`src/hdl/mem_map_pkg.sv`:
```
package mem_map_pkg;

    ////////////////////////////////////////
    // address map
    ////////////////////////////////////////

    // region select lives in the top nibble
    localparam int REGION_LSB = 28;
    localparam int REGION_W   = 4;
    // byte offset bits inside a 32-bit word
    localparam int WORD_OFS_W = 2;

    // anything below REG_TEXT is the old ddr main memory
    typedef enum logic [REGION_W-1:0] {
        REG_TEXT   = 4'hc,
        REG_TIMER  = 4'hd,
        REG_KBD    = 4'he,
        REG_LOADER = 4'hf
    } region_e;

    ////////////////////////////////////////
    // text memory
    ////////////////////////////////////////

    localparam int CHAR_W      = 8;
    // wide enough for the largest text depth
    localparam int TEXT_ADDR_W = 16;

    typedef logic [CHAR_W-1:0]      char_t;
    typedef logic [TEXT_ADDR_W-1:0] text_addr_t;

    // one queued character write
    typedef struct packed {
        text_addr_t addr;
        char_t      char;
    } text_wr_t;

endpackage

```
`src/hdl/text_write_fifo.sv`:
```
`timescale 1ns/1ps

module text_write_fifo #(
    parameter int FIFO_DEPTH = 4
) (
    input  logic                  text_mem_clk,
    input  logic                  reset,
    input  logic                  push,
    input  mem_map_pkg::text_wr_t push_data,
    input  logic                  pop,
    output logic                  full,
    output logic                  valid,
    output mem_map_pkg::text_wr_t pop_data
);

    localparam int PTR_W = (FIFO_DEPTH > 1) ? $clog2(FIFO_DEPTH) : 1;
    localparam int CNT_W = $clog2(FIFO_DEPTH + 1);

    mem_map_pkg::text_wr_t mem [FIFO_DEPTH];
    logic [PTR_W-1:0]      wr_ptr;
    logic [PTR_W-1:0]      rd_ptr;
    logic [CNT_W-1:0]      count;

    // wrap at depth, need not be a power of two
    function automatic logic [PTR_W-1:0] ptr_next(input logic [PTR_W-1:0] ptr);
        ptr_next = (ptr == PTR_W'(FIFO_DEPTH - 1)) ? '0 : ptr + 1'b1;
    endfunction

    assign full     = (count == CNT_W'(FIFO_DEPTH));
    assign valid    = (count != '0);
    // head entry shown without a read cycle
    assign pop_data = mem[rd_ptr];

    always_ff @(posedge text_mem_clk) begin
        if (push) begin
            mem[wr_ptr] <= push_data;
        end
    end

    always_ff @(posedge text_mem_clk) begin
        if (reset) begin
            wr_ptr <= '0;
            rd_ptr <= '0;
            count  <= '0;
        end else begin
            if (push) wr_ptr <= ptr_next(wr_ptr);
            if (pop) rd_ptr <= ptr_next(rd_ptr);
            // simultaneous push and pop keeps the count
            case ({push, pop})
                2'b10:   count <= count + 1'b1;
                2'b01:   count <= count - 1'b1;
                default: count <= count;
            endcase
        end
    end

    a_no_overflow: assert property (@(posedge text_mem_clk) disable iff (reset)
        push |-> !full);

    a_no_underflow: assert property (@(posedge text_mem_clk) disable iff (reset)
        pop |-> valid);

endmodule

```
`config.mk`:
```
export PLATFORM = sky130hd
export DESIGN_NAME = text_write_fifo
export DESIGN_NICKNAME = d
export VERILOG_FILES = /design/src/hdl/mem_map_pkg.sv /design/src/hdl/text_write_fifo.sv
export SDC_FILE = /design/constraint.sdc
export NUM_CORES = 1
export LEC_CHECK = 0
export BUFFER_PORTS_ARGS = -buffer_cell sky130_fd_sc_hd__buf_4
export CORE_ASPECT_RATIO = 0.5
export CORE_UTILIZATION = 61
export DETAILED_ROUTE_END_ITERATION = 6
export GPL_TIMING_DRIVEN = 1
export PLACE_DENSITY = 0.88
export SLEW_MARGIN = 25
export SYNTH_ARGS = -nofsm -noshare
export SYNTH_HDL_FRONTEND = slang
export SYNTH_SLANG_ARGS = --single-unit
export TNS_END_PERCENT = 5
```
`constraint.sdc`:
```
create_clock -name text_mem_clk -period 3.75 [get_ports text_mem_clk]
set_input_delay 0.1875 -clock text_mem_clk [delete_from_list [all_inputs] [get_ports text_mem_clk]]
set_output_delay 0.1875 -clock text_mem_clk [all_outputs]
set_load 0.01 [all_outputs]
```
### Yosys cells after proc, flatten, opt, wreduce, memory -nomap -nowiden

Memory sizes are Yosys's and may differ from the RTL's. A register that Yosys moved wholly into a read port is not among the register bits.
Cells that the tools add are included.

| word-level totals | value |
|---|---|
| bits in registers | 7 |
| memory bits (writable) | 96 |
| output and inout bits | 26 |
| word-level logic and storage cells | 22 |
| memories kept | 1 |

Memories:

| memory | words | width | read ports | clocked after memory_dff | wr ports | RTL line | RTL |
|---|---|---|---|---|---|---|---|
| mem | 4 | 24 | 1 | 1 | 1 | text_write_fifo.sv:19 | `mem_map_pkg::text_wr_t mem [FIFO_DEPTH];` |

| cells by class | value |
|---|---|
| add/subtract/negate cells | 4 |
| equality and inequality tests | 5 |
| mux-type cells | 7 |
| reductions and logical operators | 2 |

Operators by type and width:

| operator | count |
|---|---|
| 2-bit 2-to-1 mux | 4 |
| 2-bit == test (second input constant) | 3 |
| 3-bit one-hot mux with 2 select lines | 1 |
| 2-bit by 1-bit adder with 2-bit output (second input constant) | 2 |
| 3-bit by 1-bit adder with 3-bit output (second input constant) | 1 |
| 3-bit == test (second input constant) | 1 |
| 3-bit nonzero test | 1 |
| 3-bit by 1-bit subtractor with 3-bit output (second input constant) | 1 |
| 2-bit by 1-bit == test with 1-bit output (second input constant) | 1 |
| 1-bit 2-to-1 mux | 2 |
| 2-bit nonzero test | 1 |

### Depth between registers and ports, before layout

Gate-level depths: netlist of run 1.

| depth | value |
|---|---|
| word-level depth | 4 |
| gate-level depth with buffers | 6 |

### Worst setup path after synthesis of run 1

Ideal clock, no wire load.

| timing path | value |
|---|---|
| kind | register -> register |
| start | register wr_ptr[0] |
| end | memory mem[3][0] (netlist bit), enable pin |
| arrival time | 1164 ps |
| required time | 3367 ps |
| slack | 2204 ps |
| stages on the path, launching flop included | 3 |
| cells stage by stage | dfxtp_1 > ha_1 > and2_1 |

RTL lines:

| element | RTL line | RTL |
|---|---|---|
| start, declared | text_write_fifo.sv:20 | `logic [PTR_W-1:0] wr_ptr;` |
| start signal, assigned | text_write_fifo.sv:46 | `if (push) wr_ptr <= ptr_next(wr_ptr);` |
| end, declared | text_write_fifo.sv:19 |  |

Straight into the memory's write port.

==> results.tsv, run 1 <==
metric	value	unit
Rows	20	
crit-path max FO	24	
Relative slew margins	43.8	%
antenna violations before repair	0	
Slew @ Worst Pin	0.843	ns
synthesis-to-finish area growth	19.2	%
DRC	0	
hold_sp	push_data[23]	
number of global-route vias before repair	1817	
# IOs	54	
clock sink count	105	
htree depth	3	
drt via density	5.63	
status	finished clean	
CTS buffer count	9	
dominant cells by area after synthesis	edfxtp_1 73%, mux4_2 11%, dfxtp_1 4.6%	
Max-cap violations	0	
cell total after placement	308	
Hold WC Path Type	in -> reg	
RSZ-0062 raised after global routing	no	
Post-Layout Cell Count	324	
DIE AREA	6810	µm²
Syn. warnings	0	
Clock Tree Buf Depth	2	
core area	6160	µm²
mapped cell area	3940	µm²
most frequent cells in the layout	96 x edfxtp_1, 56 x buf_4, 20 x mux4_2	
CP arrival	2.04	ns
first-pass GRT wire length	9600	µm
Min Hold Slack	0.0424	ns
Layout Utilization	76.4	%
CTS tree	built	
DRT antenna net count	0	
die width	116	µm
post-synthesis instance total	170	
fillers	336	
# setup viols final	0	
Setup CP Type	reg -> out	
post-synth top area share	73.1	%
Die Height	58.9	µm
nets@finish	266	
Final Hold Vio Count	0	
Worst-path clk slew	0.07	ns
GRT Overall Usage	21.1	%
synthesized net count	205	
r2r startpoint	count[0]	
maximum VDD drop	0.000305	V
PostCTS Resize Cnt	0	
Post-Route WL	6450	µm
clk root buf	clkbuf_16	
setup_tns	0	ns
hold_buf cts	0	
DRT Pass-1 Iters	4	
Synth Register Bits	105	
Buffers on Ports	53	
total gr overflow	0	
routability cong.	0.691	
most common cell after layout, fill and taps aside	edfxtp_1	
worst path required time	3.56	ns
WL/cell	19.9	µm
number of DRC markers in iteration 0	87	
P_leak	1.65	nW
pin count of the biggest net entering global routing	25	
Vias	1825	
pwr dens	532	nW/µm²
share of cells above drive strength 1	39.0	%
synthesized area per cell	23.2	µm²
sequential share of the synthesized area	77.7	%
fin crit period	2.22	ns
Max Fclk	450	MHz
Cell variety after synth	20	
Final period util	59.3	%
Post-CTS Setup Inserts	0	
final setup skew	0.0105	ns
Max Transition Viols Final	0	
antenna cells	0	
latest clock arrival within the worst-skew pair	0.34	ns
Worst setup SP type	flip-flop	
Crit. End Element	output pin	
Initial Util	64.1	%
Synth area leader	edfxtp_1	
cells in the mapped netlist:
| library cell | n |
|---|---|
| xor2_1 | 1 |
| edfxtp_1 | 96 |
| buf_2 | 2 |
| or3_1 | 2 |
| o21ai_0 | 1 |
| ha_1 | 6 |
| fa_1 | 1 |
| a21oi_1 | 3 |
| dfxtp_1 | 9 |
| mux4_2 | 20 |
| nor3b_1 | 3 |
| buf_6 | 1 |
| xnor2_1 | 1 |
| buf_12 | 2 |
| and2_1 | 4 |
| mux4_1 | 4 |
| mux2i_1 | 3 |
| clkbuf_1 | 1 |
| inv_1 | 4 |
| nor2_1 | 6 |
cell type report:
type,count,area (µm²),share of cell area [%]
clock inverters,5,56.3,1.20
flip-flops and latches,105,3070,65.2
inverters,4,15.0,0.319
multi-input cells,55,802,17.1
clock buffers,11,233,4.95
well taps,88,110,2.34
repair buffers,56,420,8.94
state kept, by name, indices dropped and copies added (netlist names), named ones only:
register  cells
rd_ptr        2
mem          96
wr_ptr        2
count         3
per-stage QoR:
step / worst slack, ns / power [mW] / instance area, µm²
after global placement: 1.83 / 1.61 / 4410
final: 1.53 / 2.50 / 4700
after CTS: 1.45 / 2.51 / 4700
after detailed placement: 1.83 / 1.62 / 4410
after floorplan: 2.20 / 1.51 / 3940
after global routing: 1.37 / 2.58 / 4700
power by group:
group          switching, mW  internal (mW)
logic                  0.100          0.129
clock network          0.385          0.517
registers             0.0367           1.33
path summary, 6_finish.rpt:
kind / depth (start not counted) / slack (ns) / to
max: 2 / 1.53 / pop_data[13]
min: 1 / 0.04 / mem[3][23]
max reg2reg: 4 / 2.22 / count[2]
min reg2reg: 2 / 0.52 / count[2]
kinds of logic after synthesis:
family	share of synthesized area, %
XOR/XNOR	0.444
AO/OA/AOI/OAI	0.507
flip-flops	77.7
multiplexers	14.8
adder cells (fa/ha/maj)	2.41
buffers and inverters	2.03
AND/OR/NAND/NOR	2.09
critical path, cell delays in order (launching register included):
cell,delay (ns)
dfxtp_2,0.88
mux4_1,0.65
buf_4,0.16
per-layer routing:
metal	vias up	part of all wire (%)	track usage, %
met5	-	0	0
met4	0	0.56	6.23
met3	6	5.2	7.21
met2	55	51	35.5
met1	945	44	26.8
li1	819	-	-
Power figures use the tool's default switching activity.
==> inputs of run 2 (changes only) <==
CORE_UTILIZATION = 56   (was 61)
PLACE_DENSITY = 0.82   (was 0.88)
clock period = 2.24 ns   (was 3.75 ns; I/O delays follow)
==> results.tsv, run 2 (synthesized netlist as in run 1, its figures left out) <==
metric	value	unit	change
Final period util	89.1	%	
number of DRC markers in iteration 0	141		was 87
CP arrival	1.88	ns	was 2.04 ns
total gr overflow	0		unchanged
latest clock arrival within the worst-skew pair	0.34	ns	about the same
GRT Overall Usage	21.1	%	about the same
worst path required time	2.13	ns	was 3.56 ns
register area	3060	µm²	was 3070 µm²
most common cell after layout, fill and taps aside	edfxtp_1		unchanged
Crit. End Element	output pin		unchanged
routability cong.	0.718		was 0.691
htree depth	3		unchanged
clk root buf	clkbuf_16		unchanged
setup ws final	0.244	ns	was 1.53 ns
synthesis-to-finish area growth	25.6	%	was 19.2%
die width	121	µm	was 116 µm
# IOs	54		unchanged
setup_tns	0	ns	unchanged
Vias	1919		was 1825
pwr dens	823	nW/µm²	was 532 nW/µm²
Layout Utilization	73.4	%	was 76.4%
fin crit period	2.00	ns	
Top reg by flops	mem		unchanged
Worst setup SP type	flip-flop		unchanged
pre-CTS setup slack	0.556	ns	was 1.83 ns
DP Wirelength	3870	µm	
Relative slew margins	71.4	%	was 43.8%
pin count of the biggest net entering global routing	25		unchanged
first-pass GRT wire length	10700	µm	was 9600 µm
maximum VDD drop	0.000495	V	was 0.000305 V
# setup viols final	0		unchanged
biggest regs	mem: 96 flops, count: 3 flops		unchanged
Post-CTS Setup Inserts	0		unchanged
clock sink count	105		unchanged
Clock Tree Buf Depth	2		unchanged
status	finished clean		unchanged
max reg flops	96		unchanged
Max Transition Viols Final	0		unchanged
Worst-path clk slew	0.06	ns	was 0.07 ns
Setup CP Type	reg -> out		unchanged
Hold WC Path Type	in -> reg		unchanged
Max-cap violations	0		unchanged
CTS buffer count	9		unchanged
drt via density	5.41		was 5.63
core area	6750	µm²	was 6160 µm²
antenna violations before repair	0		unchanged
Buffers on Ports	53		unchanged
share of cells above drive strength 1	35.4	%	was 39.0%
Min Hold Slack	0.111	ns	was 0.0424 ns
final setup skew	0.00487	ns	was 0.0105 ns
Final Hold Vio Count	0		unchanged
number of global-route vias before repair	1968		was 1817
fillers	391		was 336
crit-path max FO	13		was 24
Rows	21		was 20
Multi-input gate area	801	µm²	was 802 µm²
WL/cell	20.0	µm	was 19.9 µm
Max Fclk	501	MHz	
DIE AREA	7400	µm²	was 6810 µm²
DRT Pass-1 Iters	4		unchanged
Slew @ Worst Pin	0.428	ns	was 0.843 ns
DRT antenna net count	0		unchanged
RSZ-0062 raised after global routing	no		unchanged
nets@finish	294		was 266
CTS tree	built		unchanged
antenna cells	0		unchanged
DRC	0		unchanged
Die Height	61.3	µm	was 58.9 µm
most frequent cells in the layout	96 x edfxtp_1, 58 x buf_4, 25 x dlygate4sd3_1		was 96 x edfxtp_1, 56 x buf_4, 20 x mux4_2
Initial Util	58.4	%	was 64.1%
Post-Route WL	7090	µm	was 6450 µm
P_leak	1.76	nW	was 1.65 nW
## run 2: cell types whose count changed in the layout (fill, tap and decap cells not counted), moves of 2 or more
cell and delta:
buf_4 +2, clkinv_2 +3, clkinv_4 -2, dlygate4sd3_1 +25
## run 2: final cells by class
cell class,instances,share of cell area [%]
Sequential cell,105,61.9
Timing Repair Buffer,84,14.2
Clock buffer,10,4.62
Multi-Input combinational cell,55,16.2
Tap cell,92,2.32
Clock inverter,5,0.480
Inverter,4,0.303
## run 2: metal layers
metal	part of all wire (%)	track usage, %	up-vias
met5	0	0	-
met4	1.7	8.82	0
met3	5.1	5.56	11
met2	54	38.3	62
met1	40	25.0	968
li1	-	-	878
## run 2: final timing paths
path,start,depth (start not counted),slack (ns),to
worst min-delay path,push,3,0.11,wr_ptr[1]
worst min register to register,count[2],2,0.55,count[2]
worst max-delay path,flip-flop,3,0.24,pop_data[15]
worst max register to register,count[0],4,0.70,count[2]
## run 2: stage by stage
stage | instance area, µm² | std cells | power, mW
2_1_floorplan | 3940 | 170 | 2.53
6_report | 4950 | 355 | 4.08
3_3_place_gp | 4450 | 315 | 2.70
5_1_grt | 4950 | 355 | 4.21
4_1_cts | 4950 | 355 | 4.11
3_5_place_dp | 4450 | 315 | 2.73
## run 2: power by group
part           switching, mW  internal [mW]  total [mW]  leakage, nW
Clock                  0.617          0.735        1.35        0.129
Combinational          0.200          0.251       0.451        0.674
Sequential            0.0435           2.23        2.27        0.956
Total                  0.860           3.22        4.08         1.76
## run 2: timing repair
| item | CTS | global route |
|---|---|---|
| hold endpoints to repair | 101 | 0 |
| hold buffers | 25 | 0 |
| resized for setup | 0 | 0 |
## run 2: critical path, stage by stage (launching register included)
cell and delay [ns]:
dfxtp_2 0.60, buf_12 0.23, mux4_2 0.55, buf_4 0.17
==> inputs of run 3 (changes only) <==
CORE_MARGIN = 2   (was not set)
==> results.tsv, run 3 (synthesized netlist as in run 1, its figures left out) <==
metric	value	unit	change
Setup CP Type	reg -> out		unchanged
DP Wirelength	3690	µm	was 3870 µm
htree depth	3		unchanged
maximum VDD drop	0.000722	V	was 0.000495 V
hold_sp	push		unchanged
Clock Tree Buf Depth	2		unchanged
GR Util met1	23.4	%	was 25.0%
Die Height	63.3	µm	was 61.3 µm
DRC	0		unchanged
hold_buf cts	25		unchanged
setup ws final	0.479	ns	was 0.244 ns
most frequent cells in the layout	96 x edfxtp_1, 58 x buf_4, 25 x dlygate4sd3_1		unchanged
Max Transition Viols Final	0		unchanged
synthesis-to-finish area growth	26.9	%	was 25.6%
final setup skew	0.00495	ns	was 0.00487 ns
Hold WC Path Type	in -> reg		unchanged
core area	6750	µm²	unchanged
Worst-path clk slew	0.07	ns	was 0.06 ns
Max-cap violations	0		unchanged
DIE AREA	7770	µm²	was 7400 µm²
global route hottest layer	met2		unchanged
Reg2Reg Capture Point	count[2]		unchanged
Top reg by flops	mem		unchanged
number of global-route vias before repair	2063		was 1968
total gr overflow	0		unchanged
pwr dens	853	nW/µm²	was 823 nW/µm²
P_leak	1.78	nW	was 1.76 nW
most common cell after layout, fill and taps aside	edfxtp_1		unchanged
switching share of power	21.2	%	was 21.1%
Worst setup SP type	flip-flop		unchanged
clk root buf	clkbuf_16		unchanged
crit-path max cell delay	0.58	ns	was 0.60 ns
worst path required time	2.13	ns	about the same
Slew @ Worst Pin	0.371	ns	was 0.428 ns
clock sink count	105		unchanged
fin crit period	1.76	ns	was 2.00 ns
hold worst-path end	wr_ptr[1]		unchanged
drt via density	5.33		was 5.41
Initial Util	58.4	%	unchanged
number of DRC markers in iteration 0	121		was 141
Post-Route WL	6620	µm	was 7090 µm
setup_tns	0	ns	unchanged
GR Layer Usage met2	32.5	%	was 38.3%
r2r startpoint	count[0]		unchanged
die width	123	µm	was 121 µm
RSZ-0062 raised after global routing	no		unchanged
pre-CTS setup slack	0.649	ns	was 0.556 ns
Comb power frac	10.7	%	was 11.1%
nets@finish	294		unchanged
share of cells above drive strength 1	36.0	%	was 35.4%
CTS tree	built		unchanged
# IOs	54		unchanged
DRT Pass-1 Iters	4		unchanged
Post-CTS Setup Inserts	0		unchanged
GRT Overall Usage	19.2	%	was 21.1%
fillers	373		was 391
routability cong.	0.718		about the same
slowest CP cell	mux4_1		was dfxtp_2
Crit. End Element	output pin		unchanged
Reg power frac	52.9	%	was 55.8%
Rows	21		unchanged
Final period util	78.6	%	was 89.1%
DRT antenna net count	0		unchanged
first-pass GRT wire length	10400	µm	was 10700 µm
Buffers on Ports	53		unchanged
antenna violations before repair	0		unchanged
WL/cell	18.6	µm	was 20.0 µm
biggest regs	mem: 96 flops, count: 3 flops		unchanged
internal power	3.36	mW	was 3.22 mW
crit-path max FO	24		was 13
Final Hold Vio Count	0		unchanged
Top delay family on crit path	multiplexers		was flip-flops
Worst R2R Setup Slack	0.77	ns	was 0.70 ns
pin count of the biggest net entering global routing	25		unchanged
max reg flops	96		unchanged
Relative slew margins	75.3	%	was 71.4%
# setup viols final	0		unchanged
PostCTS Resize Cnt	0		unchanged
GR Layer Usage met3	5.80	%	was 5.56%
crit path buf inv count	2		unchanged
Vias	1899		was 1919
register area	3060	µm²	unchanged
Multi-input gate area	801	µm²	unchanged
antenna cells	0		unchanged
status	finished clean		unchanged
latest clock arrival within the worst-skew pair	0.33	ns	was 0.34 ns
Reg2Reg Depth	4		unchanged
NetSw	0.906	mW	was 0.860 mW
Cell Chain, Critical Path	buf_12 -> mux4_1 -> buf_4		was buf_12 -> mux4_2 -> buf_4
WHS Path Cells	3		unchanged
CP arrival	1.65	ns	was 1.88 ns
Clock Power Share	36.4	%	was 33.2%
CTS buffer count	9		unchanged
Max Fclk	568	MHz	was 501 MHz
==> run 3: cell count changes in the layout (fill, tap and decap cells not counted), sizes merged <==
cell      change
bufinv        +1
clkinv        -3
clkinvlp      +1
inv           +2
==> run 3: per-stage QoR <==
step	std cells	instance area [µm²]	utilization, %	power (mW)	hold WS, ns
3_3_place_gp	315	4450	65.9	2.70	0.310
3_5_place_dp	315	4450	65.9	2.72	0.315
6_report	356	5000	74.1	4.27	0.0675
4_1_cts	356	5000	74.1	4.31	0.0631
2_1_floorplan	170	3940	-	2.53	0.181
5_1_grt	356	5000	74.1	4.43	0.102
==> run 3: layout make-up <==
type,count,share of cell area [%]
repair buffers,84,14.1
flip-flops and latches,105,61.2
multi-input cells,55,16.0
well taps,92,2.30
clock buffers,10,4.58
inverters,4,0.300
clock inverters,6,1.50
==> run 3: power groups by stage <==
stage | combinational (mW) | sequential (mW) | clock [mW]
2_1_floorplan | 0.234 | 2.29 | 0
3_3_place_gp | 0.410 | 2.29 | 0
3_5_place_dp | 0.421 | 2.30 | 0
4_1_cts | 0.462 | 2.26 | 1.59
5_1_grt | 0.492 | 2.26 | 1.67
6_report | 0.455 | 2.26 | 1.55
==> run 3: worst max path at each step <==
stage	startpoint	cells after the start	endpoint
floorplan	wr_ptr[0]	2	mem[3][0]
global placement	push	7	count[2]
detailed placement	push	7	count[2]
CTS	flip-flop	3	pop_data[1]
global route	flip-flop	3	pop_data[1]
finish	flip-flop	3	pop_data[11]
==> run 3: worst register-to-register path: stages (launching register included) <==
cell	delay [ns]
dfxtp_1	0.36
fa_1	0.45
xnor2_1	0.15
or3_1	0.31
a21oi_1	0.14
==> run 3: routing by layer <==
metal  part of all wire [%]  wire length [µm]  up-vias
met1                     41              2730      965
met3                    4.6               306        8
met4                    1.7               114        0
met5                      0                 0        -
li1                       -                 -      874
met2                     52              3470       52
