## src/hdl/axil_pkg.sv

```systemverilog
package axil_pkg;

    ////////////////////////////////////////
    // bus widths
    ////////////////////////////////////////

    localparam int ADDR_W = 32;
    localparam int DATA_W = 32;
    // one strobe bit per byte lane
    localparam int STRB_W = DATA_W / 8;

    typedef logic [ADDR_W-1:0] addr_t;
    typedef logic [DATA_W-1:0] data_t;
    typedef logic [STRB_W-1:0] strb_t;

    // response codes as on the bus
    typedef enum logic [1:0] {
        OKAY   = 2'b00,
        SLVERR = 2'b10,
        DECERR = 2'b11
    } resp_e;

    ////////////////////////////////////////
    // channel bundles
    ////////////////////////////////////////

    // everything the master drives
    typedef struct packed {
        logic  awvalid;
        addr_t awaddr;
        logic  wvalid;
        data_t wdata;
        strb_t wstrb;
        logic  bready;
        logic  arvalid;
        addr_t araddr;
        logic  rready;
    } axil_req_t;

    // everything the slave drives
    typedef struct packed {
        logic  awready;
        logic  wready;
        logic  bvalid;
        resp_e bresp;
        logic  arready;
        logic  rvalid;
        data_t rdata;
        resp_e rresp;
    } axil_rsp_t;

endpackage

```

## src/hdl/mem_map_pkg.sv

```systemverilog
package mem_map_pkg;

    ////////////////////////////////////////
    // address map
    ////////////////////////////////////////

    // region select lives in the top nibble
    localparam int REGION_LSB = 28;
    localparam int REGION_W   = 4;
    // byte offset bits inside a 32-bit word
    localparam int WORD_OFS_W = 2;

    // anything below REG_TEXT is the old ddr main memory
    typedef enum logic [REGION_W-1:0] {
        REG_TEXT   = 4'hc,
        REG_TIMER  = 4'hd,
        REG_KBD    = 4'he,
        REG_LOADER = 4'hf
    } region_e;

    ////////////////////////////////////////
    // text memory
    ////////////////////////////////////////

    localparam int CHAR_W      = 8;
    // wide enough for the largest text depth
    localparam int TEXT_ADDR_W = 16;

    typedef logic [CHAR_W-1:0]      char_t;
    typedef logic [TEXT_ADDR_W-1:0] text_addr_t;

    // one queued character write
    typedef struct packed {
        text_addr_t addr;
        char_t      char;
    } text_wr_t;

endpackage

```

## src/hdl/axil_data_port.sv

```systemverilog
`timescale 1ns/1ps

module axil_data_port #(
    parameter int TEXT_DEPTH   = 4096,
    parameter int LOADER_WORDS = 1024
) (
    input  logic                            text_mem_clk,
    input  logic                            reset,
    input  axil_pkg::axil_req_t             axil_req,
    output axil_pkg::axil_rsp_t             axil_rsp,
    input  logic                            fifo_full,
    output logic                            fifo_push,
    output mem_map_pkg::text_wr_t           fifo_data,
    output logic                            ld_wen,
    output axil_pkg::strb_t                 ld_wstrb,
    output logic [$clog2(LOADER_WORDS)-1:0] ld_addr,
    output axil_pkg::data_t                 ld_wdata,
    input  axil_pkg::data_t                 ld_rdata
);

    localparam int LD_AW       = $clog2(LOADER_WORDS);
    localparam int WORD_OFS_W  = mem_map_pkg::WORD_OFS_W;
    // word bits of a text address, lane index fills the rest
    localparam int TEXT_WORD_W = $clog2(TEXT_DEPTH) - WORD_OFS_W;
    localparam int LANE_W      = $clog2(axil_pkg::STRB_W);

    typedef enum logic {
        WR_IDLE,
        WR_RESP
    } wr_state_e;

    typedef enum logic [1:0] {
        RD_IDLE,
        RD_RAM,
        RD_DATA,
        RD_RESP
    } rd_state_e;

    wr_state_e             wr_state;
    rd_state_e             rd_state;

    mem_map_pkg::region_e  wr_region;
    logic                  wr_is_text;
    logic                  wr_is_loader;
    axil_pkg::resp_e       wr_resp;
    logic                  strb_onehot;
    logic [LANE_W-1:0]     lane;
    mem_map_pkg::char_t    lane_char;
    logic                  wr_accept;
    axil_pkg::resp_e       bresp_q;

    logic                  ar_accept;
    mem_map_pkg::region_e  rd_region_q;
    logic [LD_AW-1:0]      rd_word_q;
    axil_pkg::data_t       rd_sel_data;
    axil_pkg::resp_e       rd_sel_resp;
    axil_pkg::data_t       rdata_q;
    axil_pkg::resp_e       rresp_q;

    ////////////////////////////////////////
    // write decode
    ////////////////////////////////////////

    assign wr_region   = mem_map_pkg::region_e'(
        axil_req.awaddr[mem_map_pkg::REGION_LSB +: mem_map_pkg::REGION_W]);
    assign strb_onehot = $onehot(axil_req.wstrb);

    always_comb begin
        wr_is_text   = 1'b0;
        wr_is_loader = 1'b0;
        wr_resp      = axil_pkg::OKAY;
        case (wr_region)
            mem_map_pkg::REG_TEXT: begin
                wr_is_text = 1'b1;
                // text takes exactly one byte per write
                if (!strb_onehot) begin
                    wr_resp = axil_pkg::SLVERR;
                end
            end
            mem_map_pkg::REG_TIMER, mem_map_pkg::REG_KBD: begin
                // writes dropped
                wr_resp = axil_pkg::OKAY;
            end
            mem_map_pkg::REG_LOADER: begin
                wr_is_loader = 1'b1;
            end
            default: begin
                // old main memory window
                wr_resp = axil_pkg::DECERR;
            end
        endcase
    end

    // strobe bit i picks byte lane i
    always_comb begin
        lane      = '0;
        lane_char = '0;
        for (int i = 0; i < axil_pkg::STRB_W; i++) begin
            if (axil_req.wstrb[i]) begin
                lane      = LANE_W'(i);
                lane_char = axil_req.wdata[8*i +: 8];
            end
        end
    end

    // aw and w together, no response pending
    // full buffer holds off text, a busy loader port holds off loader
    assign wr_accept = axil_req.awvalid && axil_req.wvalid && (wr_state == WR_IDLE)
                       && !(wr_is_text && fifo_full)
                       && !(wr_is_loader && (rd_state == RD_RAM));

    assign fifo_push      = wr_accept && wr_is_text && strb_onehot;
    // wrapped word offset times four plus lane
    assign fifo_data.addr = mem_map_pkg::text_addr_t'(
        {axil_req.awaddr[WORD_OFS_W +: TEXT_WORD_W], lane});
    assign fifo_data.char = lane_char;

    // loader data port shared by writes and read stage one
    assign ld_wen   = wr_accept && wr_is_loader;
    assign ld_wstrb = axil_req.wstrb;
    assign ld_wdata = axil_req.wdata;
    assign ld_addr  = ld_wen ? axil_req.awaddr[WORD_OFS_W +: LD_AW] : rd_word_q;

    always_ff @(posedge text_mem_clk) begin
        if (reset) begin
            wr_state <= WR_IDLE;
        end else begin
            case (wr_state)
                WR_IDLE: if (wr_accept) wr_state <= WR_RESP;
                WR_RESP: if (axil_req.bready) wr_state <= WR_IDLE;
            endcase
        end
    end

    always_ff @(posedge text_mem_clk) begin
        if (wr_accept) begin
            bresp_q <= wr_resp;
        end
    end

    ////////////////////////////////////////
    // read pipeline
    ////////////////////////////////////////

    // one read at a time
    assign ar_accept = axil_req.arvalid && (rd_state == RD_IDLE);

    always_ff @(posedge text_mem_clk) begin
        if (ar_accept) begin
            rd_region_q <= mem_map_pkg::region_e'(
                axil_req.araddr[mem_map_pkg::REGION_LSB +: mem_map_pkg::REGION_W]);
            rd_word_q   <= axil_req.araddr[WORD_OFS_W +: LD_AW];
        end
    end

    // ram output valid in RD_DATA
    always_comb begin
        rd_sel_data = '0;
        rd_sel_resp = axil_pkg::OKAY;
        case (rd_region_q)
            mem_map_pkg::REG_LOADER: begin
                rd_sel_data = ld_rdata;
            end
            mem_map_pkg::REG_TEXT, mem_map_pkg::REG_TIMER, mem_map_pkg::REG_KBD: begin
                rd_sel_data = '0;
            end
            default: begin
                rd_sel_resp = axil_pkg::DECERR;
            end
        endcase
    end

    always_ff @(posedge text_mem_clk) begin
        if (reset) begin
            rd_state <= RD_IDLE;
        end else begin
            case (rd_state)
                RD_IDLE: if (ar_accept) rd_state <= RD_RAM;
                // loader ram samples rd_word_q here
                RD_RAM:  rd_state <= RD_DATA;
                RD_DATA: rd_state <= RD_RESP;
                RD_RESP: if (axil_req.rready) rd_state <= RD_IDLE;
            endcase
        end
    end

    always_ff @(posedge text_mem_clk) begin
        if (rd_state == RD_DATA) begin
            rdata_q <= rd_sel_data;
            rresp_q <= rd_sel_resp;
        end
    end

    ////////////////////////////////////////
    // response channels
    ////////////////////////////////////////

    always_comb begin
        axil_rsp.awready = wr_accept;
        axil_rsp.wready  = wr_accept;
        axil_rsp.bvalid  = (wr_state == WR_RESP);
        axil_rsp.bresp   = bresp_q;
        axil_rsp.arready = ar_accept;
        axil_rsp.rvalid  = (rd_state == RD_RESP);
        axil_rsp.rdata   = rdata_q;
        axil_rsp.rresp   = rresp_q;
    end

    // responses stay put until taken
    a_bvalid_hold: assert property (@(posedge text_mem_clk) disable iff (reset)
        axil_rsp.bvalid && !axil_req.bready |=> axil_rsp.bvalid && $stable(axil_rsp.bresp));

    a_rvalid_hold: assert property (@(posedge text_mem_clk) disable iff (reset)
        axil_rsp.rvalid && !axil_req.rready |=>
            axil_rsp.rvalid && $stable(axil_rsp.rdata) && $stable(axil_rsp.rresp));

    // rvalid rises two cycles after the address handshake
    // so it is first sampled high three edges after ar_accept
    a_rd_latency: assert property (@(posedge text_mem_clk) disable iff (reset)
        axil_rsp.rvalid && !$past(axil_rsp.rvalid) |-> $past(ar_accept, 3));

endmodule

```

## config.mk

```make
export PLATFORM = sky130hd
export DESIGN_NAME = axil_data_port
export DESIGN_NICKNAME = d
export VERILOG_FILES = /design/src/hdl/axil_pkg.sv /design/src/hdl/mem_map_pkg.sv /design/src/hdl/axil_data_port.sv
export SDC_FILE = /design/constraint.sdc
export NUM_CORES = 1
export LEC_CHECK = 0
export BUFFER_PORTS_ARGS = -buffer_cell sky130_fd_sc_hd__clkbuf_2
export CELL_PAD_IN_SITES_DETAIL_PLACEMENT = 1
export CELL_PAD_IN_SITES_GLOBAL_PLACEMENT = 2
export CORE_ASPECT_RATIO = 1.4
export CORE_MARGIN = 3
export CORE_UTILIZATION = 18
export DETAILED_ROUTE_END_ITERATION = 6
export PLACE_DENSITY_LB_ADDON = 0.1
export SYNTH_ARGS = -nofsm -noshare
export SYNTH_HDL_FRONTEND = slang
export SYNTH_SLANG_ARGS = --single-unit
export TNS_END_PERCENT = 30
```

## constraint.sdc

```tcl
create_clock -name text_mem_clk -period 2.07 [get_ports text_mem_clk]
set_input_delay 0 -clock text_mem_clk [delete_from_list [all_inputs] [get_ports text_mem_clk]]
set_output_delay 0 -clock text_mem_clk [all_outputs]
set_load 0.01 [all_outputs]
```

# Word-level counts from Yosys, hierarchy flattened
# Cells that the tools add are included.
totals:
  regBits: 53
  in_bits: 140
  out_inout_bits: 113
  word_cells: 60
op_classes:
  n_addsub: 3
  n_eq_ne: 14
  mux: 19
  bitwise_logic: 1
  reduce_logical: 16
op_table:
  columns: ["cell", "count"]
  rows:
  - ["$eq A4 B4 Y1 const B", 8]
  - ["$mux W8", 4]
  - ["$mux W2", 6]
  - ["$logic_and A1 B1 Y1", 10]
  - ["$mux W10", 1]
  - ["$pmux W2 S4", 1]
  - ["$mux W1", 5]
  - ["$add A1 B1 Y2", 2]
  - ["$eq A2 B2 Y1 const B", 2]
  - ["$ne A2 B2 Y1 const B", 2]
  - ["$pmux W2 S2", 1]
  - ["$reduce_or A4 Y1", 1]
  - ["$add A2 B2 Y3", 1]
  - ["$eq A3 B1 Y1 const B", 1]
  - ["$reduce_or A3 Y1", 1]
  - ["$eq A2 B1 Y1 const B", 1]
  - ["$logic_not A1 Y1", 2]
  - ["$logic_not A2 Y1", 1]
  - ["$pmux W1 S2", 1]
  - ["$reduce_and A2 Y1", 1]
  - ["$not A1 Y1", 1]

# Depth between registers and ports, before layout
# Gate-level depths: netlist of the first run.
depth:
  depth_word: 8
  ltp_mapped: 9
  ltp_nobuf: 7

# Worst setup path after synthesis of the first run
# Ideal clock, no wire load.
synth_path:
  path_type: "input to output"
  startpoint: "in axil_req[38] in the netlist's numbering"
  endpoint: "out fifo_push"
  t_arrival_ns: 2.067
  required_ns: 2.070
  setup_slack_ns: 0.003
  cell_stages: 9
  path_buffers: 2
  path_cell_list: "buf_4 > clkbuf_1 > inv_1 > fa_1 > inv_1 > ha_1 > ha_1 > nor3b_1 > nor4bb_1"
synth_via:
  elab_chain_cells: 4
synth_lines:
  columns: ["element", "line", "text"]
  rows:
  - ["from (decl)", "axil_data_port.sv:9", "input axil_pkg::axil_req_t axil_req,"]
  - ["$add A1 B1 Y2 (not written as such)", "axil_data_port.sv:66", "assign strb_onehot = $onehot(axil_req.wstrb);"]
  - ["$add A2 B2 Y3 (not written as such)", "axil_data_port.sv:66", null]
  - ["$eq A3 B1 Y1", "axil_data_port.sv:66", null]
  - ["$logic_and A1 B1 Y1", "axil_data_port.sv:112", "assign fifo_push = wr_accept && wr_is_text && strb_onehot;"]
  - ["to (decl)", "axil_data_port.sv:12", "output logic fifo_push,"]
# Every way passes these cells.

# Worst setup path after layout of the first run
layout_path:
  startpoint: "in axil_req[35] in the netlist's numbering"
  endpoint: "out fifo_push"
# The elaborated chain is that of the path after synthesis.

==> results of run 1 <==
==> worst reg2reg max path, delay by kind of cell (launching register included) <==
family,cells,cell delay (ns)
adder cells (fa/ha/maj),1,0.21
buffers and inverters,2,0.16
flip-flops,1,0.38
AND/OR/NAND/NOR,1,0.27
AO/OA/AOI/OAI,1,0.13
==> power by group through the flow <==
stage | Clock [mW] | Combinational, mW | Sequential [mW]
3_5_place_dp | 0 | 1.10 | 1.58
4_1_cts | 0.957 | 1.18 | 1.55
3_3_place_gp | 0 | 1.10 | 1.57
2_1_floorplan | 0 | 0.526 | 1.65
6_report | 0.908 | 1.14 | 1.55
5_1_grt | 0.995 | 1.27 | 1.58
==> final timing paths <==
check / startpoint / end / slack [ns] / depth (start not counted)
max: axil_req[35] / fifo_push / 0.17 / 9
min: axil_req[101] / wr_state / 0.10 / 3
max reg2reg: rd_state[1] / bresp_q[0] / 0.61 / 5
min reg2reg: rd_state[1] / rd_state[1] / 0.53 / 2
==> registers in the layout, summed over array words and instances, names as in the netlist <==
| register | count |
|---|---|
| bresp_q | 2 |
| rd_region_q | 4 |
| rd_state | 2 |
| rd_word_q | 10 |
| rdata_q | 32 |
| rresp_q | 1 |
| wr_state | 1 |
==> area by class of cell <==
type | count | area [µm²] | share of cell area
Multi-Input combinational cell | 108 | 817 | 0.186
Timing Repair Buffer | 271 | 1630 | 0.370
Clock inverter | 3 | 28.8 | 0.00653
Inverter | 8 | 30.0 | 0.00682
Sequential cell | 52 | 1530 | 0.348
Tap cell | 192 | 240 | 0.0545
Clock buffer | 5 | 125 | 0.0284
Antenna cell | 1 | 2.50 | 0.000568
==> per-stage QoR <==
step,area (µm²),cells
2_1_floorplan,2820,231
3_3_place_gp,3740,581
3_5_place_dp,3740,581
4_1_cts,4390,639
5_1_grt,4400,640
6_report,4400,640
==> cells in the final DEF (no fill, tap or decap), types with 3 or more instances in the layout <==
cell	instances
a22oi_1	15
and2_1	33
buf_4	9
clkbuf_16	5
clkbuf_2	212
conb_1	4
dfxtp_1	3
dlygate4sd3_1	50
edfxtp_1	49
ha_1	7
inv_1	8
mux2_2	10
nand2_1	3
nor2b_1	3
o21ai_0	10
==> cell families after synthesis <==
kind of cell | count (synthesis)
AOI/OAI and AO/OA | 31
adders and majority gates | 8
buffers and inverters | 71
DFF | 52
muxes | 10
other | 1
and+or+nand+nor | 55
==> routing by layer <==
metal | global-route usage | wire (µm) | vias up | part of all wire
li1 | - | - | 1188 | -
met1 | 0.0962 | 3040 | 1122 | 0.33
met2 | 0.216 | 5200 | 159 | 0.56
met3 | 0.0406 | 973 | 10 | 0.10
met4 | 0.0290 | 133 | 0 | 0.014
met5 | 0 | 0 | - | 0
==> what timing repair did <==
action,in CTS,in global routing
endpoints found under the hold margin,50,0
hold buffers,50,0
setup endpoints to repair,0,1
resized for setup,0,2
==> run summary, run 1 <==
For the final database, setup skew stands at 0.00728 ns. The total clock sinks came out at 52. Of the total synthesized cell area, the portion taken by AND, OR, NAND and NOR gates is 0.130. The average wire length per cell after detail routing is 14.6 µm.

The pin count of the biggest net entering global routing came out at 33. In the synthesized netlist, the number of instances is 228. In this design, the largest share of critical-path delay is due to adder cells.

The final max-slew violation count is 0. The initial antenna violation count came to 1. After clock tree synthesis, the clock-pin slew on the worst setup and hold paths is 0.07 ns. The total DRC errors in the routed layout came out at 0.

The share of cells above drive strength 1 is 0.548. The compound-gate portion of the synthesized area is 0.0726. Counting distinct cell types in the post-synthesis netlist gives 34. In the post-synthesis netlist, the cell with the most instances is buf_4. After synthesis the netlist holds a flip-flop and latch count of 52. The analysis attributes to net switching a power of 1.16 mW.

In this run the remaining antenna-violating nets after routing total 0. The clock latency reported for the late side of the worst-skew pair came out at 0.30 ns. The prevailing post-synth register cell is edfxtp_1. The pin slew with the least headroom to its limit is 0.580 ns. The maximum clock frequency is 0.525 GHz. The initial detailed-routing violation count came out at 66. The power density normalized to cell area is 815 nW/µm². The setup fix buffers added after clock tree synthesis is 0. The signal arrival time at the worst endpoint is 1.90 ns. The first-pass GRT wire length came out at 14.2 mm. The final critical-path setup slack came out at 0.165 ns. Input and output buffers added on the ports amount to 212. The placed wire-length estimate came out at 7.59 mm. After synthesis the cells add up to 2810 µm². Of the total power, the clock network draws 0.253. The total wire length after detailed routing came out at 9.34 mm. After synthesis, the cell types taking the most area are edfxtp_1 (52%), buf_4 (15%), and2_1 (7.3%), a22oi_1 (4.0%), mux2_2 (4.0%). By count the netlist is led by buf_4 (56), edfxtp_1 (49), and2_1 (33), a22oi_1 (15). The combinational family with the most area after synthesis is buffers and inverters. In the synthesized netlist the async set-or-reset flop fraction comes to 0.

The CTS tree is done. The share of total power dissipated in combinational logic is 0.316. Of the post-synthesis cell area, the dominant cell type holds 0.524. The die is 154 µm tall. The H-tree depth reported by CTS is 2.

The congestion estimate from routability-driven global placement came to 0.807. The final route contains 2479 vias. The path class of the tightest hold or removal check is in2reg. The worst setup path is launched from a primary input. The switching part of the total is 0.322. The pre-antenna-repair detailed-routing pass consisted of 4 iterations.

The average footprint of a synthesized cell is 12.3 µm². The number of enable flip-flop cells after synthesis came out at 49. The internal power component is 2.43 mW. The global-route usage over all layers is 0.107. The starting utilization of the core area is 0.185. IR analysis of the VDD net gives a maximum drop of 0.356 mV. The critical path goes through clkbuf_2 > inv_1 > fa_1 > inv_1 > ha_1 > ha_1 > nor3b_2 > nor4bb_2 > clkbuf_2. The row count is 53. The portion of netlist area occupied by mux cells came out at 0.0401.

The number of vias per cell after detailed routing is 3.87. Along the worst path, the maximum fanout reaches 3. The signed area change from the synthesized netlist to the final layout came out at 56.7%. The worst hold slack across all endpoints came out at 0.105 ns. 253 I/O pins were placed. The worst slack after detailed placement is 0.0541 ns. The setup-violating endpoint count in the final report came out at 0. The sequential share of power is 0.431. The core region is 15200 µm². The critical path class is in2out. The total power of the final layout came out at 3.59 mW. The worst setup path is captured at an output port.

The critical path data required time is 2.07 ns. The synthesized design spends more area on one cell type than any other, namely edfxtp_1. In this run the tightest slew margin relative to its limit is 0.612. The post-route clock period utilization came out at 0.920.

The number of global-route vias before repair is 2652. The area share of xor/xnor cells in the synthesized design came out at 0. The residual overflow from global routing is 0. Among all stages on the critical path, the largest delay is contributed by fa_1. The sum of buffers and inverters on the critical path came out at 4. The run finished with clean final reports. Setup repair after global routing left no endpoint under its margin.

The overall die area came out at 17200 µm². The delay of the slowest cell on the worst path came out at 0.53 ns. The utilization of the core after routing came out at 0.290. The Yosys step of the flow raised 0 warnings.

The post-synthesis adder-cell area fraction is 0.0383. The clock passes through at most 2 buffers. The die is 112 µm wide. The post-route minimum period came out at 1.90 ns. The sequential area share after synthesis came out at 0.545. The count of nets after finishing came out at 594. The tree is rooted in a clkbuf_16. For this design the static power due to leakage is 2.04 nW. The post-route setup TNS came out at 0 ns. The total CTS buffers is 5. The hold violation total from the final report came out at 0. Max-cap violations in this run came to 0. The layout has 1799 filler cells.
Power figures use the tool's default switching activity.
==> inputs of run 2 (changes only) <==
--- a/constraint.sdc
+++ b/constraint.sdc
@@ -3,2 +3,2 @@
 set_output_delay 0 -clock text_mem_clk [all_outputs]
-set_load 0.01 [all_outputs]
+set_load 0.02 [all_outputs]
==> run 2 against run 1 <==
Sequential power about the same. Fmax decreased by 1.4%. Cell count decreased by 1.1%. Hold slack got worse by 0.096 ns. Routed wire length decreased by 9.5%. Critical path type unchanged.
==> run summary, run 2 (synthesis results as in run 1) <==
The final estimated routing congestion in global placement is 0.701. The critical path data required time is 2.07 ns. The cell sitting at the root of the clock tree is a clkbuf_16. The slack of the worst reg-to-reg path is 0.56 ns.

The power density normalized to cell area came out at 887 nW/µm². In this run the static leakage power is 2.04 nW. The H-tree depth reported by CTS is 2.

The detailed router placed 2434 vias in this run. The number of ports placed on the die boundary came out at 253. Once detail routing completed, the nets flagged for antenna violations numbered 0. Entering global routing, the biggest net connects 34 pins. The cell area after layout is 4400 µm².

In the final layout, flip-flops and latches occupy 1530 µm². The endpoint of the most critical register-to-register path is rdata_q[3]. Setup repair after global routing left no endpoint under its margin.

The clock latency reported for the late side of the worst-skew pair came out at 0.29 ns. Setup slack closes at 0.139 ns. Measured in cells, the most critical reg-to-reg path has a length of 4.

Leaving out fill and tap cells, the most frequent cells in the layout are clkbuf_2 (212), edfxtp_1 (49), dlygate4sd3_1 (48), and2_1 (33), a22oi_1 (15). The utilization of the core after routing is 0.290. The worst-case vdd ir drop came out at 0.341 mV.

The element type at the critical path start is a primary input. The tool flagged a number of max-cap violations equal to 0. The total DRC errors in the routed layout came out at 0. In this run, placement finished with an instance count of 578. Along the worst hold path, the cell count comes to 2. The flow ran to the end, and the final reports show no timing, DRC or antenna violations. The total wire length after detailed routing came out at 8.45 mm.

The number of global-route vias before repair is 2607. The setup-violating endpoint count in the final report came out at 0. Summing all multi-input logic gate instances after layout gives 826 µm². The worst hold path belongs to the class in2reg. The worst slew margin relative to its limit came out at 0.584. The startpoint identified for the worst register-to-register timing path is rd_region_q[2]. For this configuration, the core starts out at a cell density of 0.185. The post-route clock period utilization came out at 0.933. The total clock sinks came out at 52. Between clock sinks in the finished design, the worst skew comes to 0.00572 ns. The first-pass GRT wire length came out at 13.2 mm. The row count came out at 53. Relative to the synthesized area, the layout overhead comes to 56.5%. For the pin with the worst max-slew slack, the measured transition is 0.622 ns. The global-route usage over all layers came out at 0.0968. The worst slack after detailed placement is 0.00671 ns. The final max-slew violation count is 0. The number of vias per cell after detailed routing came out at 3.85. The overall die area is 17200 µm². The average wire length per cell after detail routing came out at 13.4 µm.

The detailed router finished its first iteration with 66 violations. The clock transition at the registers of the reported paths is 0.06 ns. The completed layout was analyzed and its total power is 3.90 mW. The total CTS buffers came out at 5. The die is 112 µm wide. Counting flops per register, the top entry is rdata_q. The initial antenna violation count came out at 0. The number of buffers between clock root and the deepest sink came out at 2. The largest registers in the layout are rdata_q x32, rd_word_q x10, rd_region_q x4. The launch instance of the worst min-delay path is axil_req[103]. The placed wire-length estimate is 6.84 mm. The largest fanout on the critical path came out at 4. The pre-antenna-repair detailed-routing pass consisted of 4 iterations. Excluding fillers, the count of instances in the completed layout stands at 633. The number of flip-flops under the largest register name came out at 32. The CTS tree is done.

The residual overflow from global routing came out at 0. After routing, the total negative slack on setup checks comes to 0 ns. The placed instance area came out at 3730 µm². The post-route minimum period came out at 1.93 ns.

The critical path class is in2out. In the final layout, the share of cells above drive strength 1 is 0.546. Fill cells in the final layout number 1782. The capturing element type of the critical path is an output port. The worst hold slack across all endpoints is 0.00873 ns. The worst hold path terminates at bresp_q[1]. The number of port buffers came out at 212.

The maximum clock frequency came out at 0.518 GHz. The vertical die dimension is 154 µm. For the worst setup path, the data arrival time is 1.93 ns. The repair_antennas step left the layout with diodes totalling 0.

The total area inside the core boundary comes to 15200 µm². The library cell used most frequently in the layout, excluding fill and tap cells, is clkbuf_2. The hold violation total from the final report is 0. The count of nets after finishing is 589.
==> run 2: cell count changes in the layout (fill, tap and decap cells not counted), sizes merged <==
cell / before / now
buf: 9 / 6
inv: 11 / 8
bufinv: 0 / 2
dlygate4sd3: 50 / 48
diode: 1 / 0
==> run 2: critical path, cell delays in order <==
cell and delay, ns:
clkbuf_2 0.15, inv_1 0.09, fa_1 0.48, inv_1 0.04
ha_1 0.17, ha_1 0.28, nor3b_2 0.22, nor4bb_4 0.30
clkbuf_2 0.20
==> run 2: per-layer routing <==
metal,share of wire,global-route usage,routed length [µm]
met4,0.017,0.0354,142
met1,0.36,0.0981,3070
met5,0,0,0
met2,0.55,0.190,4610
met3,0.075,0.0224,635
==> run 2: worst max-delay path by stage <==
| stage | startpoint | endpoint | slack (ns) | depth (start not counted) |
|---|---|---|---|---|
| floorplan | axil_req[38] | fifo_push | 0.009 | 9 |
| global placement | axil_req[38] | fifo_push | 0.06 | 9 |
| detailed placement | axil_req[38] | fifo_push | 0.007 | 9 |
| CTS | axil_req[38] | fifo_push | 0.1 | 9 |
| global route | axil_req[38] | fifo_push | 0.01 | 9 |
| finish | axil_req[38] | fifo_push | 0.14 | 9 |
==> run 2: area by class of cell <==
class,count,share of cell area
repair buffers,266,0.361
clock buffers,5,0.0284
well taps,192,0.0546
clock inverters,2,0.0137
inverters,8,0.00683
multi-input cells,108,0.188
flip-flops and latches,52,0.348
==> run 2: timing repair <==
| action | in CTS | in global routing |
|---|---|---|
| endpoints found under the hold margin | 48 | 1 |
| gates resized for setup | 1 | 0 |
| buffers inserted | 0 | 0 |
| hold buffers | 47 | 1 |
| endpoints found under the setup margin | 1 | 0 |
==> run 2: power by group <==
group	internal, mW	total, mW	switching (mW)
combinational	0.480	1.31	0.829
sequential	1.48	1.55	0.0725
clock	0.686	1.04	0.356
